===== src/design/rbk_reg_pkg.sv =====
package rbk_reg_pkg;

  // csb request packet, address is a word address
  localparam int req_pd_w        = 63;
  localparam int req_addr_lsb    = 0;
  localparam int req_wdat_lsb    = 22;
  localparam int req_write_bit   = 54;
  localparam int req_nposted_bit = 55;

  // response packet
  localparam int resp_pd_w      = 34;
  localparam int resp_error_bit = 32;
  localparam int resp_kind_bit  = 33; // 0 read, 1 write

  localparam int reg_offset_w = 12;   // 4KB space per unit
  localparam int reg_data_w   = 32;

  typedef logic [req_pd_w-1:0]     req_pd_t;
  typedef logic [resp_pd_w-1:0]    resp_pd_t;
  typedef logic [reg_offset_w-1:0] reg_offset_t;
  typedef logic [reg_data_w-1:0]   reg_data_t;

  // single group
  localparam reg_offset_t offset_pointer = 12'h000;
  localparam reg_offset_t offset_status  = 12'h004;
  localparam int ptr_consumer_bit = 16;
  localparam int status_1_lsb     = 16;

  localparam reg_offset_t dual_base = 12'h008; // first ping-pong offset

  // ping-pong groups
  localparam reg_offset_t offset_op_enable        = 12'h008;
  localparam reg_offset_t offset_misc_cfg         = 12'h00c;
  localparam reg_offset_t offset_datain_size      = 12'h010;
  localparam reg_offset_t offset_dain_addr_low    = 12'h014;
  localparam reg_offset_t offset_dain_line_stride = 12'h018;
  localparam reg_offset_t offset_perf_enable      = 12'h01c;
  localparam int misc_prec_lsb   = 8;
  localparam int size_height_lsb = 16;

  // field widths
  localparam int dim_w      = 13;
  localparam int addr_low_w = 27;
  localparam int mode_w     = 2;
  localparam int prec_w     = 2;

  typedef logic [dim_w-1:0]      dim_t;
  typedef logic [addr_low_w-1:0] addr_low_t;
  typedef logic [mode_w-1:0]     mode_t;
  typedef logic [prec_w-1:0]     prec_t;

  typedef enum logic [1:0] {
    status_idle    = 2'd0,
    status_pending = 2'd1,
    status_running = 2'd2
  } status_t;

  localparam int op_en_delay = 3; // default op_en latency in cycles

endpackage


===== src/design/rbk_csb_decode.sv =====
`timescale 1ns/1ps
module rbk_csb_decode (
  input  logic                     nvdla_core_clk,
  input  logic                     nvdla_core_rstn,
  input  logic                     req_pvld,
  input  rbk_reg_pkg::req_pd_t     req_pd,
  output rbk_reg_pkg::reg_offset_t reg_offset,
  output rbk_reg_pkg::reg_data_t   reg_wr_data,
  output logic                     reg_wr_en,
  output logic                     reg_rd_en,
  output logic                     nposted_wr
);
  import rbk_reg_pkg::*;

  logic    req_pvld_q;
  req_pd_t req_pd_q;
  logic    req_write;
  logic    req_nposted;

  //////////////////////////////////////////////////////////////////////
  // request capture
  //////////////////////////////////////////////////////////////////////
  always_ff @(posedge nvdla_core_clk or negedge nvdla_core_rstn) begin
    if (!nvdla_core_rstn) begin
      req_pvld_q <= 1'b0;
    end else begin
      req_pvld_q <= req_pvld; // one-cycle strobe, always ready
    end
  end

  // packet only loads with the strobe
  always_ff @(posedge nvdla_core_clk) begin
    if (req_pvld) begin
      req_pd_q <= req_pd;
    end
  end

  //////////////////////////////////////////////////////////////////////
  // unpack
  //////////////////////////////////////////////////////////////////////
  assign reg_wr_data = req_pd_q[req_wdat_lsb +: reg_data_w];
  assign req_write   = req_pd_q[req_write_bit];
  assign req_nposted = req_pd_q[req_nposted_bit];

  // word address to byte offset, upper address bits dropped
  assign reg_offset = {req_pd_q[req_addr_lsb +: reg_offset_w-2], 2'b00};

  assign reg_wr_en  = req_pvld_q & req_write;
  assign reg_rd_en  = req_pvld_q & ~req_write;
  assign nposted_wr = reg_wr_en & req_nposted; // write that wants a response

endmodule


===== src/design/rbk_csb_resp.sv =====
`timescale 1ns/1ps
module rbk_csb_resp (
  input  logic                   nvdla_core_clk,
  input  logic                   nvdla_core_rstn,
  input  logic                   reg_rd_en,
  input  logic                   nposted_wr,
  input  logic                   select_s,
  input  logic                   select_d0,
  input  logic                   select_d1,
  input  rbk_reg_pkg::reg_data_t s_rd_data,
  input  rbk_reg_pkg::reg_data_t d0_rd_data,
  input  rbk_reg_pkg::reg_data_t d1_rd_data,
  output logic                   resp_valid,
  output rbk_reg_pkg::resp_pd_t  resp_pd
);
  import rbk_reg_pkg::*;

  reg_data_t rd_data;
  resp_pd_t  rresp_pd;
  resp_pd_t  wresp_pd;

  // selects are one-hot
  assign rd_data = ({reg_data_w{select_s}}  & s_rd_data)
                 | ({reg_data_w{select_d0}} & d0_rd_data)
                 | ({reg_data_w{select_d1}} & d1_rd_data);

  //////////////////////////////////////////////////////////////////////
  // packet forming, error bit never set
  //////////////////////////////////////////////////////////////////////
  always_comb begin
    rresp_pd                 = '0;
    rresp_pd[reg_data_w-1:0] = rd_data;
    rresp_pd[resp_kind_bit]  = 1'b0; // read
    wresp_pd                 = '0;
    wresp_pd[resp_kind_bit]  = 1'b1; // write ack carries no data
  end

  always_ff @(posedge nvdla_core_clk or negedge nvdla_core_rstn) begin
    if (!nvdla_core_rstn) begin
      resp_valid <= 1'b0;
      resp_pd    <= '0;
    end else begin
      resp_valid <= reg_rd_en | nposted_wr; // posted writes stay silent
      if (reg_rd_en) begin
        resp_pd <= rresp_pd;
      end else if (nposted_wr) begin
        resp_pd <= wresp_pd;
      end
    end
  end

endmodule


===== src/design/rbk_dual_reg.sv =====
`timescale 1ns/1ps
module rbk_dual_reg (
  input  logic                     nvdla_core_clk,
  input  logic                     nvdla_core_rstn,
  input  rbk_reg_pkg::reg_offset_t reg_offset,
  input  rbk_reg_pkg::reg_data_t   reg_wr_data,
  input  logic                     reg_wr_en,      // already gated by select and op_en
  input  logic                     op_en,          // this group's op enable, readback only
  output rbk_reg_pkg::reg_data_t   reg_rd_data,
  output logic                     op_en_trigger,
  output rbk_reg_pkg::mode_t       rubik_mode,
  output rbk_reg_pkg::prec_t       in_precision,
  output rbk_reg_pkg::dim_t        datain_width,
  output rbk_reg_pkg::dim_t        datain_height,
  output rbk_reg_pkg::addr_low_t   dain_addr_low,
  output rbk_reg_pkg::addr_low_t   dain_line_stride,
  output logic                     perf_en
);
  import rbk_reg_pkg::*;

  logic wr_misc;
  logic wr_size;
  logic wr_addr_low;
  logic wr_line_stride;
  logic wr_perf;

  //////////////////////////////////////////////////////////////////////
  // write decode
  //////////////////////////////////////////////////////////////////////
  assign op_en_trigger  = reg_wr_en & (reg_offset == offset_op_enable); // op_en lives in ctrl
  assign wr_misc        = reg_wr_en & (reg_offset == offset_misc_cfg);
  assign wr_size        = reg_wr_en & (reg_offset == offset_datain_size);
  assign wr_addr_low    = reg_wr_en & (reg_offset == offset_dain_addr_low);
  assign wr_line_stride = reg_wr_en & (reg_offset == offset_dain_line_stride);
  assign wr_perf        = reg_wr_en & (reg_offset == offset_perf_enable);

  always_ff @(posedge nvdla_core_clk or negedge nvdla_core_rstn) begin
    if (!nvdla_core_rstn) begin
      rubik_mode       <= '0;
      in_precision     <= '0;
      datain_width     <= '0;
      datain_height    <= '0;
      dain_addr_low    <= '0;
      dain_line_stride <= '0;
      perf_en          <= 1'b0;
    end else begin
      if (wr_misc) begin
        rubik_mode   <= reg_wr_data[mode_w-1:0];
        in_precision <= reg_wr_data[misc_prec_lsb +: prec_w];
      end
      if (wr_size) begin
        datain_width  <= reg_wr_data[dim_w-1:0];
        datain_height <= reg_wr_data[size_height_lsb +: dim_w];
      end
      if (wr_addr_low)    dain_addr_low    <= reg_wr_data[addr_low_w-1:0];
      if (wr_line_stride) dain_line_stride <= reg_wr_data[addr_low_w-1:0];
      if (wr_perf)        perf_en          <= reg_wr_data[0];
    end
  end

  //////////////////////////////////////////////////////////////////////
  // readback, unmapped reads zero
  //////////////////////////////////////////////////////////////////////
  always_comb begin
    reg_rd_data = '0;
    case (reg_offset)
      offset_op_enable: reg_rd_data[0] = op_en;
      offset_misc_cfg: begin
        reg_rd_data[mode_w-1:0]              = rubik_mode;
        reg_rd_data[misc_prec_lsb +: prec_w] = in_precision;
      end
      offset_datain_size: begin
        reg_rd_data[dim_w-1:0]                = datain_width;
        reg_rd_data[size_height_lsb +: dim_w] = datain_height;
      end
      offset_dain_addr_low:    reg_rd_data[addr_low_w-1:0] = dain_addr_low;
      offset_dain_line_stride: reg_rd_data[addr_low_w-1:0] = dain_line_stride;
      offset_perf_enable:      reg_rd_data[0] = perf_en;
      default: ;
    endcase
  end

endmodule


===== src/design/rbk_group_ctrl.sv =====
`timescale 1ns/1ps
module rbk_group_ctrl #(
  parameter int OP_EN_DELAY = rbk_reg_pkg::op_en_delay
) (
  input  logic                     nvdla_core_clk,
  input  logic                     nvdla_core_rstn,
  input  rbk_reg_pkg::reg_offset_t reg_offset,
  input  rbk_reg_pkg::reg_data_t   reg_wr_data,
  input  logic                     reg_wr_en,
  input  logic                     done,
  input  logic                     d0_op_en_trigger,
  input  logic                     d1_op_en_trigger,
  input  rbk_reg_pkg::mode_t       d0_rubik_mode,
  input  rbk_reg_pkg::prec_t       d0_in_precision,
  input  rbk_reg_pkg::dim_t        d0_datain_width,
  input  rbk_reg_pkg::dim_t        d0_datain_height,
  input  rbk_reg_pkg::addr_low_t   d0_dain_addr_low,
  input  rbk_reg_pkg::addr_low_t   d0_dain_line_stride,
  input  logic                     d0_perf_en,
  input  rbk_reg_pkg::mode_t       d1_rubik_mode,
  input  rbk_reg_pkg::prec_t       d1_in_precision,
  input  rbk_reg_pkg::dim_t        d1_datain_width,
  input  rbk_reg_pkg::dim_t        d1_datain_height,
  input  rbk_reg_pkg::addr_low_t   d1_dain_addr_low,
  input  rbk_reg_pkg::addr_low_t   d1_dain_line_stride,
  input  logic                     d1_perf_en,
  output logic                     d0_wr_en,
  output logic                     d1_wr_en,
  output logic                     select_s,
  output logic                     select_d0,
  output logic                     select_d1,
  output logic                     d0_op_en,
  output logic                     d1_op_en,
  output rbk_reg_pkg::reg_data_t   s_rd_data,
  output rbk_reg_pkg::mode_t       rubik_mode,
  output rbk_reg_pkg::prec_t       in_precision,
  output rbk_reg_pkg::dim_t        datain_width,
  output rbk_reg_pkg::dim_t        datain_height,
  output rbk_reg_pkg::addr_low_t   dain_addr_low,
  output rbk_reg_pkg::addr_low_t   dain_line_stride,
  output logic                     perf_en,
  output logic                     op_en
);
  import rbk_reg_pkg::*;

  logic                   producer;
  logic                   consumer;
  status_t                status_0;
  status_t                status_1;
  logic                   op_en_ori;
  logic [OP_EN_DELAY-1:0] op_en_dly;

  //////////////////////////////////////////////////////////////////////
  // group select, writes blocked while the group is armed
  //////////////////////////////////////////////////////////////////////
  assign select_s  = (reg_offset < dual_base);
  assign select_d0 = ~select_s & ~producer;
  assign select_d1 = ~select_s & producer;
  assign d0_wr_en  = reg_wr_en & select_d0 & ~d0_op_en;
  assign d1_wr_en  = reg_wr_en & select_d1 & ~d1_op_en;

  //////////////////////////////////////////////////////////////////////
  // pointers and op enables
  //////////////////////////////////////////////////////////////////////
  always_ff @(posedge nvdla_core_clk or negedge nvdla_core_rstn) begin
    if (!nvdla_core_rstn) begin
      producer <= 1'b0;
      consumer <= 1'b0;
      d0_op_en <= 1'b0;
      d1_op_en <= 1'b0;
    end else begin
      if (reg_wr_en & select_s & (reg_offset == offset_pointer)) begin
        producer <= reg_wr_data[0]; // consumer bit is read only
      end
      if (done) consumer <= ~consumer;
      // set only from clear, done clears the consumer's group
      if (~d0_op_en & d0_op_en_trigger) d0_op_en <= reg_wr_data[0];
      else if (done & ~consumer)        d0_op_en <= 1'b0;
      if (~d1_op_en & d1_op_en_trigger) d1_op_en <= reg_wr_data[0];
      else if (done & consumer)         d1_op_en <= 1'b0;
    end
  end

  // running when the consumer points at the group
  assign status_0 = ~d0_op_en ? status_idle : (~consumer ? status_running : status_pending);
  assign status_1 = ~d1_op_en ? status_idle : (consumer ? status_running : status_pending);

  always_comb begin
    s_rd_data = '0;
    case (reg_offset)
      offset_pointer: begin
        s_rd_data[0]                = producer;
        s_rd_data[ptr_consumer_bit] = consumer;
      end
      offset_status: begin
        s_rd_data[1:0]                = status_0;
        s_rd_data[status_1_lsb +: 2] = status_1;
      end
      default: ;
    endcase
  end

  //////////////////////////////////////////////////////////////////////
  // consumer side outputs
  //////////////////////////////////////////////////////////////////////
  assign rubik_mode       = consumer ? d1_rubik_mode       : d0_rubik_mode;
  assign in_precision     = consumer ? d1_in_precision     : d0_in_precision;
  assign datain_width     = consumer ? d1_datain_width     : d0_datain_width;
  assign datain_height    = consumer ? d1_datain_height    : d0_datain_height;
  assign dain_addr_low    = consumer ? d1_dain_addr_low    : d0_dain_addr_low;
  assign dain_line_stride = consumer ? d1_dain_line_stride : d0_dain_line_stride;
  assign perf_en          = consumer ? d1_perf_en          : d0_perf_en;
  assign op_en_ori        = consumer ? d1_op_en            : d0_op_en;

  // op_en delay line, flushed by done
  always_ff @(posedge nvdla_core_clk or negedge nvdla_core_rstn) begin
    if (!nvdla_core_rstn) begin
      op_en_dly <= '0;
    end else if (done) begin
      op_en_dly <= '0;
    end else begin
      op_en_dly[0] <= op_en_ori;
      for (int i = 1; i < OP_EN_DELAY; i++) begin
        op_en_dly[i] <= op_en_dly[i-1];
      end
    end
  end

  assign op_en = op_en_dly[OP_EN_DELAY-1];

endmodule


===== src/design/rbk_regfile.sv =====
`timescale 1ns/1ps
module rbk_regfile #(
  parameter int OP_EN_DELAY = rbk_reg_pkg::op_en_delay
) (
  input  logic                   nvdla_core_clk,
  input  logic                   nvdla_core_rstn,
  input  logic                   req_pvld,
  input  rbk_reg_pkg::req_pd_t   req_pd,
  input  logic                   done,
  output logic                   resp_valid,
  output rbk_reg_pkg::resp_pd_t  resp_pd,
  output logic                   op_en,
  output logic                   perf_en,
  output rbk_reg_pkg::mode_t     rubik_mode,
  output rbk_reg_pkg::prec_t     in_precision,
  output rbk_reg_pkg::dim_t      datain_width,
  output rbk_reg_pkg::dim_t      datain_height,
  output rbk_reg_pkg::addr_low_t dain_addr_low,
  output rbk_reg_pkg::addr_low_t dain_line_stride
);
  import rbk_reg_pkg::*;

  // request side
  reg_offset_t reg_offset;
  reg_data_t   reg_wr_data;
  logic        reg_wr_en;
  logic        reg_rd_en;
  logic        nposted_wr;
  // group control
  logic        select_s, select_d0, select_d1;
  logic        d0_wr_en, d1_wr_en;
  logic        d0_op_en, d1_op_en;
  logic        d0_op_en_trigger, d1_op_en_trigger;
  reg_data_t   s_rd_data, d0_rd_data, d1_rd_data;
  // per group fields
  mode_t       d0_rubik_mode, d1_rubik_mode;
  prec_t       d0_in_precision, d1_in_precision;
  dim_t        d0_datain_width, d1_datain_width;
  dim_t        d0_datain_height, d1_datain_height;
  addr_low_t   d0_dain_addr_low, d1_dain_addr_low;
  addr_low_t   d0_dain_line_stride, d1_dain_line_stride;
  logic        d0_perf_en, d1_perf_en;

  //////////////////////////////////////////////////////////////////////
  // decode
  //////////////////////////////////////////////////////////////////////
  rbk_csb_decode u_csb_decode (
    .nvdla_core_clk, .nvdla_core_rstn, .req_pvld, .req_pd,
    .reg_offset, .reg_wr_data, .reg_wr_en, .reg_rd_en, .nposted_wr
  );

  //////////////////////////////////////////////////////////////////////
  // execute
  //////////////////////////////////////////////////////////////////////
  rbk_group_ctrl #(.OP_EN_DELAY(OP_EN_DELAY)) u_group_ctrl (
    .nvdla_core_clk, .nvdla_core_rstn, .reg_offset, .reg_wr_data, .reg_wr_en, .done,
    .d0_op_en_trigger, .d1_op_en_trigger,
    .d0_rubik_mode, .d0_in_precision, .d0_datain_width, .d0_datain_height,
    .d0_dain_addr_low, .d0_dain_line_stride, .d0_perf_en,
    .d1_rubik_mode, .d1_in_precision, .d1_datain_width, .d1_datain_height,
    .d1_dain_addr_low, .d1_dain_line_stride, .d1_perf_en,
    .d0_wr_en, .d1_wr_en, .select_s, .select_d0, .select_d1,
    .d0_op_en, .d1_op_en, .s_rd_data,
    .rubik_mode, .in_precision, .datain_width, .datain_height,
    .dain_addr_low, .dain_line_stride, .perf_en, .op_en
  );

  rbk_dual_reg u_dual_reg_d0 (
    .nvdla_core_clk, .nvdla_core_rstn, .reg_offset, .reg_wr_data,
    .reg_wr_en        (d0_wr_en),
    .op_en            (d0_op_en),
    .reg_rd_data      (d0_rd_data),
    .op_en_trigger    (d0_op_en_trigger),
    .rubik_mode       (d0_rubik_mode),
    .in_precision     (d0_in_precision),
    .datain_width     (d0_datain_width),
    .datain_height    (d0_datain_height),
    .dain_addr_low    (d0_dain_addr_low),
    .dain_line_stride (d0_dain_line_stride),
    .perf_en          (d0_perf_en)
  );

  rbk_dual_reg u_dual_reg_d1 (
    .nvdla_core_clk, .nvdla_core_rstn, .reg_offset, .reg_wr_data,
    .reg_wr_en        (d1_wr_en),
    .op_en            (d1_op_en),
    .reg_rd_data      (d1_rd_data),
    .op_en_trigger    (d1_op_en_trigger),
    .rubik_mode       (d1_rubik_mode),
    .in_precision     (d1_in_precision),
    .datain_width     (d1_datain_width),
    .datain_height    (d1_datain_height),
    .dain_addr_low    (d1_dain_addr_low),
    .dain_line_stride (d1_dain_line_stride),
    .perf_en          (d1_perf_en)
  );

  //////////////////////////////////////////////////////////////////////
  // result
  //////////////////////////////////////////////////////////////////////
  rbk_csb_resp u_csb_resp (
    .nvdla_core_clk, .nvdla_core_rstn, .reg_rd_en, .nposted_wr,
    .select_s, .select_d0, .select_d1,
    .s_rd_data, .d0_rd_data, .d1_rd_data,
    .resp_valid, .resp_pd
  );

endmodule


===== config.mk =====
export PLATFORM = sky130hd
export DESIGN_NAME = rbk_regfile
export DESIGN_NICKNAME = d
export VERILOG_FILES = /design/src/design/rbk_reg_pkg.sv /design/src/design/rbk_csb_decode.sv /design/src/design/rbk_csb_resp.sv /design/src/design/rbk_dual_reg.sv /design/src/design/rbk_group_ctrl.sv /design/src/design/rbk_regfile.sv
export SDC_FILE = /design/constraint.sdc
export NUM_CORES = 1
export LEC_CHECK = 0
export CAP_MARGIN = 20
export CELL_PAD_IN_SITES_DETAIL_PLACEMENT = 0
export CELL_PAD_IN_SITES_GLOBAL_PLACEMENT = 2
export CORE_AREA = 2 2 124 217
export DETAILED_ROUTE_END_ITERATION = 8
export DIE_AREA = 0 0 126 219
export DONT_BUFFER_PORTS = 1
export PLACE_DENSITY_LB_ADDON = 0.25
export SLEW_MARGIN = 30
export SYNTH_ARGS = -nofsm -noshare
export SYNTH_HDL_FRONTEND = slang
export SYNTH_SLANG_ARGS = --single-unit

===== constraint.sdc =====
create_clock -name nvdla_core_clk -period 5.7 [get_ports nvdla_core_clk]
set_clock_uncertainty 0.05 [all_clocks]
set_input_delay 0.57 -clock nvdla_core_clk [delete_from_list [all_inputs] [get_ports nvdla_core_clk]]
set_output_delay 0.57 -clock nvdla_core_clk [all_outputs]
set_load 0.005 [all_outputs]

==> results.cfg <==
[detailed_routing]
avgRoutedWirePerCell_um = 26.2
drtIter0Drc = 421
vias = 7181
avgViaCountPerCell = 6.05
drc_errors = 0
drtPass1Iterations = 5
drt_wl_total_um = 31100
final_antenna_net_count = 0

[yosys]
syn_area_per_cell_um2 = 13.7
ys_types = 54
netlist_area_um2 = 12000
ys_top_cells_by_area = dfrtp_1 (44%), mux2_2 (19%), edfxtp_1 (10%)
yosysMostFrequentCell = dfrtp_1
yosys_warnings = 0
yosysSeqAreaShare_pct = 54.0
synth_seq_cells = 250
yosys.area.top_type_share_pct = 43.7
synth_ff_type = dfrtp_1
synthTopCellsByCount = dfrtp_1 (209), mux2_2 (206), mux2i_1 (52)
yosys.area.top_type = dfrtp_1
syn_inst = 872
async_flop_share_pct = 83.6
synth_edf_count = 41

[final_layout]
drive_gt1_share_pct = 40.0
area_growth_pct = 9.06
final_core_util_pct = 50.7
final_nets = 916
diodes = 0
fin_cells = 1187

[sta]
grt_setup_unrepaired = no
slew_violations = 0
fin_setup_tns_ns = 0
report.final.hold_viol_count = 0
layout_min_cycle_time_ns = 3.22
slew_headroom_pct = 32.5
worst_pin_slew_ns = 1.01
finalCritPeriodShare_pct = 56.6
fmax_ghz = 0.310
setup_viol = 0

[clock_tree]
cts_buffers = 25
root_buffer = clkbuf_16
cts.clk_slew.worst_paths_ns = 0.06
clk_latency_ns = 0.53
cts_tree = yes
htreeDepth = 1
cts_setup_buffers = 0
cts_sinks = 250
cts_buffer_depth = 3

[floorplanning]
initial_core_util_pct = 46.5
io-pin-count = 188
die-area_um2 = 27600
core_area_um2 = 25800
die_x_um = 126
die_height_um = 219
rows = 78

[worst_hold_path]
min_path_type = primary input to flip-flop

[worst_setup_path]
critPathArrivalTime_ns = 2.60
timing.reg2reg.setup_slack_ns = 2.61
worstSetupStartpointType = flip-flop
worstSetupEndpointType = output pin
criticalPathCategory = flip-flop to output pin
required_ns = 5.08
cp_max_fo = 60

[pwr]
leakage_nw = 6.11
p_switching_mw = 1.01
clkPwrFrac_pct = 41.6
p_int_mw = 3.00
power_density_nw_per_um2 = 307
ir_worst_vdd_mv = 0.258
share_seq_of_total_power_pct = 50.4
p_sw_share_pct = 25.1
pwr-share-comb_pct = 8.0
finalPower_mw = 4.00

[global_route]
busiest_layer = met2
grt_pass1_vias = 7906
antenna_found_initial = 1
grt_use_total_pct = 22.4
met1_usage_pct = 26.1
grt_remaining_overflow = 0
grt_use_met3_pct = 4.58
use_met2_pct = 40.3
grt_start_max_net_pins = 210
grt_pass1_wl_um = 47600

[run_status]
status = completed

[placement]
gp_congestion = 0.844
io_buffer_count = 0
hpwlAfterDp_um = 19200
place_inst = 1139

[flow_run]
drv_cap = 0
==> area by class of cell <==
type                    instances  area (µm²)
fillers                      2241       12700
flip-flops and latches        250        6460
multi-input cells             555        5200
clock buffers                  40         742
well taps                     320         400
repair buffers                 11         145
clock inverters                 5        81.3
inverters                       6        22.5
==> sequential cells by signal (all words and copies together), names as in the netlist, 2 cells and up <==
name,cells
u_dual_reg_d0.dain_addr_low,27
u_csb_decode.req_pd_q,41
u_dual_reg_d1.dain_line_stride,27
u_dual_reg_d0.rubik_mode,2
u_csb_resp.resp_pd,30
u_dual_reg_d0.in_precision,2
u_dual_reg_d0.datain_width,13
u_dual_reg_d1.rubik_mode,2
u_dual_reg_d1.dain_addr_low,27
u_dual_reg_d1.in_precision,2
u_dual_reg_d1.datain_width,13
u_group_ctrl.op_en_dly,3
u_dual_reg_d0.dain_line_stride,27
u_dual_reg_d1.datain_height,13
u_dual_reg_d0.datain_height,13
==> placed cells by master (no fill, tap or decap), drive strengths merged, types with 2 or more instances in the layout <==
cell,n
mux2,257
or3,2
nand3,11
nand4b,2
or2,18
inv,7
nor2,16
or3b,2
buf,10
o211ai,4
nor3,4
a31oi,2
a21oi,23
nor2b,5
nor4,6
dfrtp,209
bufinv,2
nand2b,6
o21ai,27
o2bb2ai,5
mux2i,52
or4,2
a22o,3
nand3b,5
nand2,48
a22oi,7
edfxtp,41
a221o,21
nand4,9
and2,2
conb,4
a32o,3
clkbuf,40
==> kinds of logic after synthesis <==
logic type	count (synthesis)	synth area share, %
DFF	250	54.0
muxes	309	29.8
buffers and inverters	70	3.01
xor gates and xnor gates	1	0.0732
other	1	0.0313
and+or+nand+nor	140	6.70
AOI/OAI and AO/OA	101	6.44
==> layer usage <==
layer / part of all wire, % / up-vias / wire length [µm]
met5: 0.042 / - / 13
met4: 3.6 / 2 / 1120
met3: 5.6 / 57 / 1750
met2: 52 / 213 / 16300
met1: 38 / 3767 / 11900
li1: - / 3142 / -
==> path summary, 6_finish.rpt <==
kind	from	to	depth (start not counted)
setup / recovery	u_group_ctrl.consumer$_DFFE_PN0P_	dain_addr_low[26]	2
hold / removal	req_pvld	u_csb_decode.req_pvld_q$_DFF_PN0_	0
setup reg to reg	u_csb_decode.req_pd_q[0]$_DFFE_PP_	u_dual_reg_d1.dain_addr_low[9]$_DFFE_PN0P_	4
hold reg to reg	u_group_ctrl.op_en_dly[0]$_DFF_PN0_	u_group_ctrl.op_en_dly[1]$_DFF_PN0_	1
max in group asynchronous	nvdla_core_rstn	u_csb_resp.resp_pd[8]$_DFFE_PN0P_	3
min in group asynchronous	nvdla_core_rstn	u_csb_resp.resp_valid$_DFF_PN0_	2
==> worst max-delay path, cell delays in order (launching register included) <==
cell and delay [ns]:
dfrtp_4 1.03, buf_4 0.58, mux2_2 0.43
==> power groups by stage <==
stage          Combinational (mW)  Clock (mW)  Sequential, mW
2_1_floorplan               0.304           0            1.93
3_3_place_gp                0.279           0            2.04
3_5_place_dp                0.286           0            2.05
4_1_cts                     0.318        1.71            2.02
5_1_grt                     0.340        1.78            2.03
6_report                    0.319        1.66            2.02
==> timing repair <==
action | 4_1_cts | 5_1_grt
endpoints found under the setup margin | 0 | 0
hold buffers | 1 | 1
hold endpoints to repair | 209 | 90
resized for setup | 0 | 0
==> stage by stage <==
stage | worst slack (ns) | area [µm²] | hold slack [ns]
2_1_floorplan | 3.59 | 12000 | 0.224
3_3_place_gp | 2.41 | 12100 | 0.231
3_5_place_dp | 2.63 | 12200 | 0.232
4_1_cts | 2.46 | 13000 | 0.0133
5_1_grt | 2.36 | 13100 | 0.0103
6_report | 2.48 | 13100 | 0.0388
Note: power is estimated with default switching activity, not from simulation.
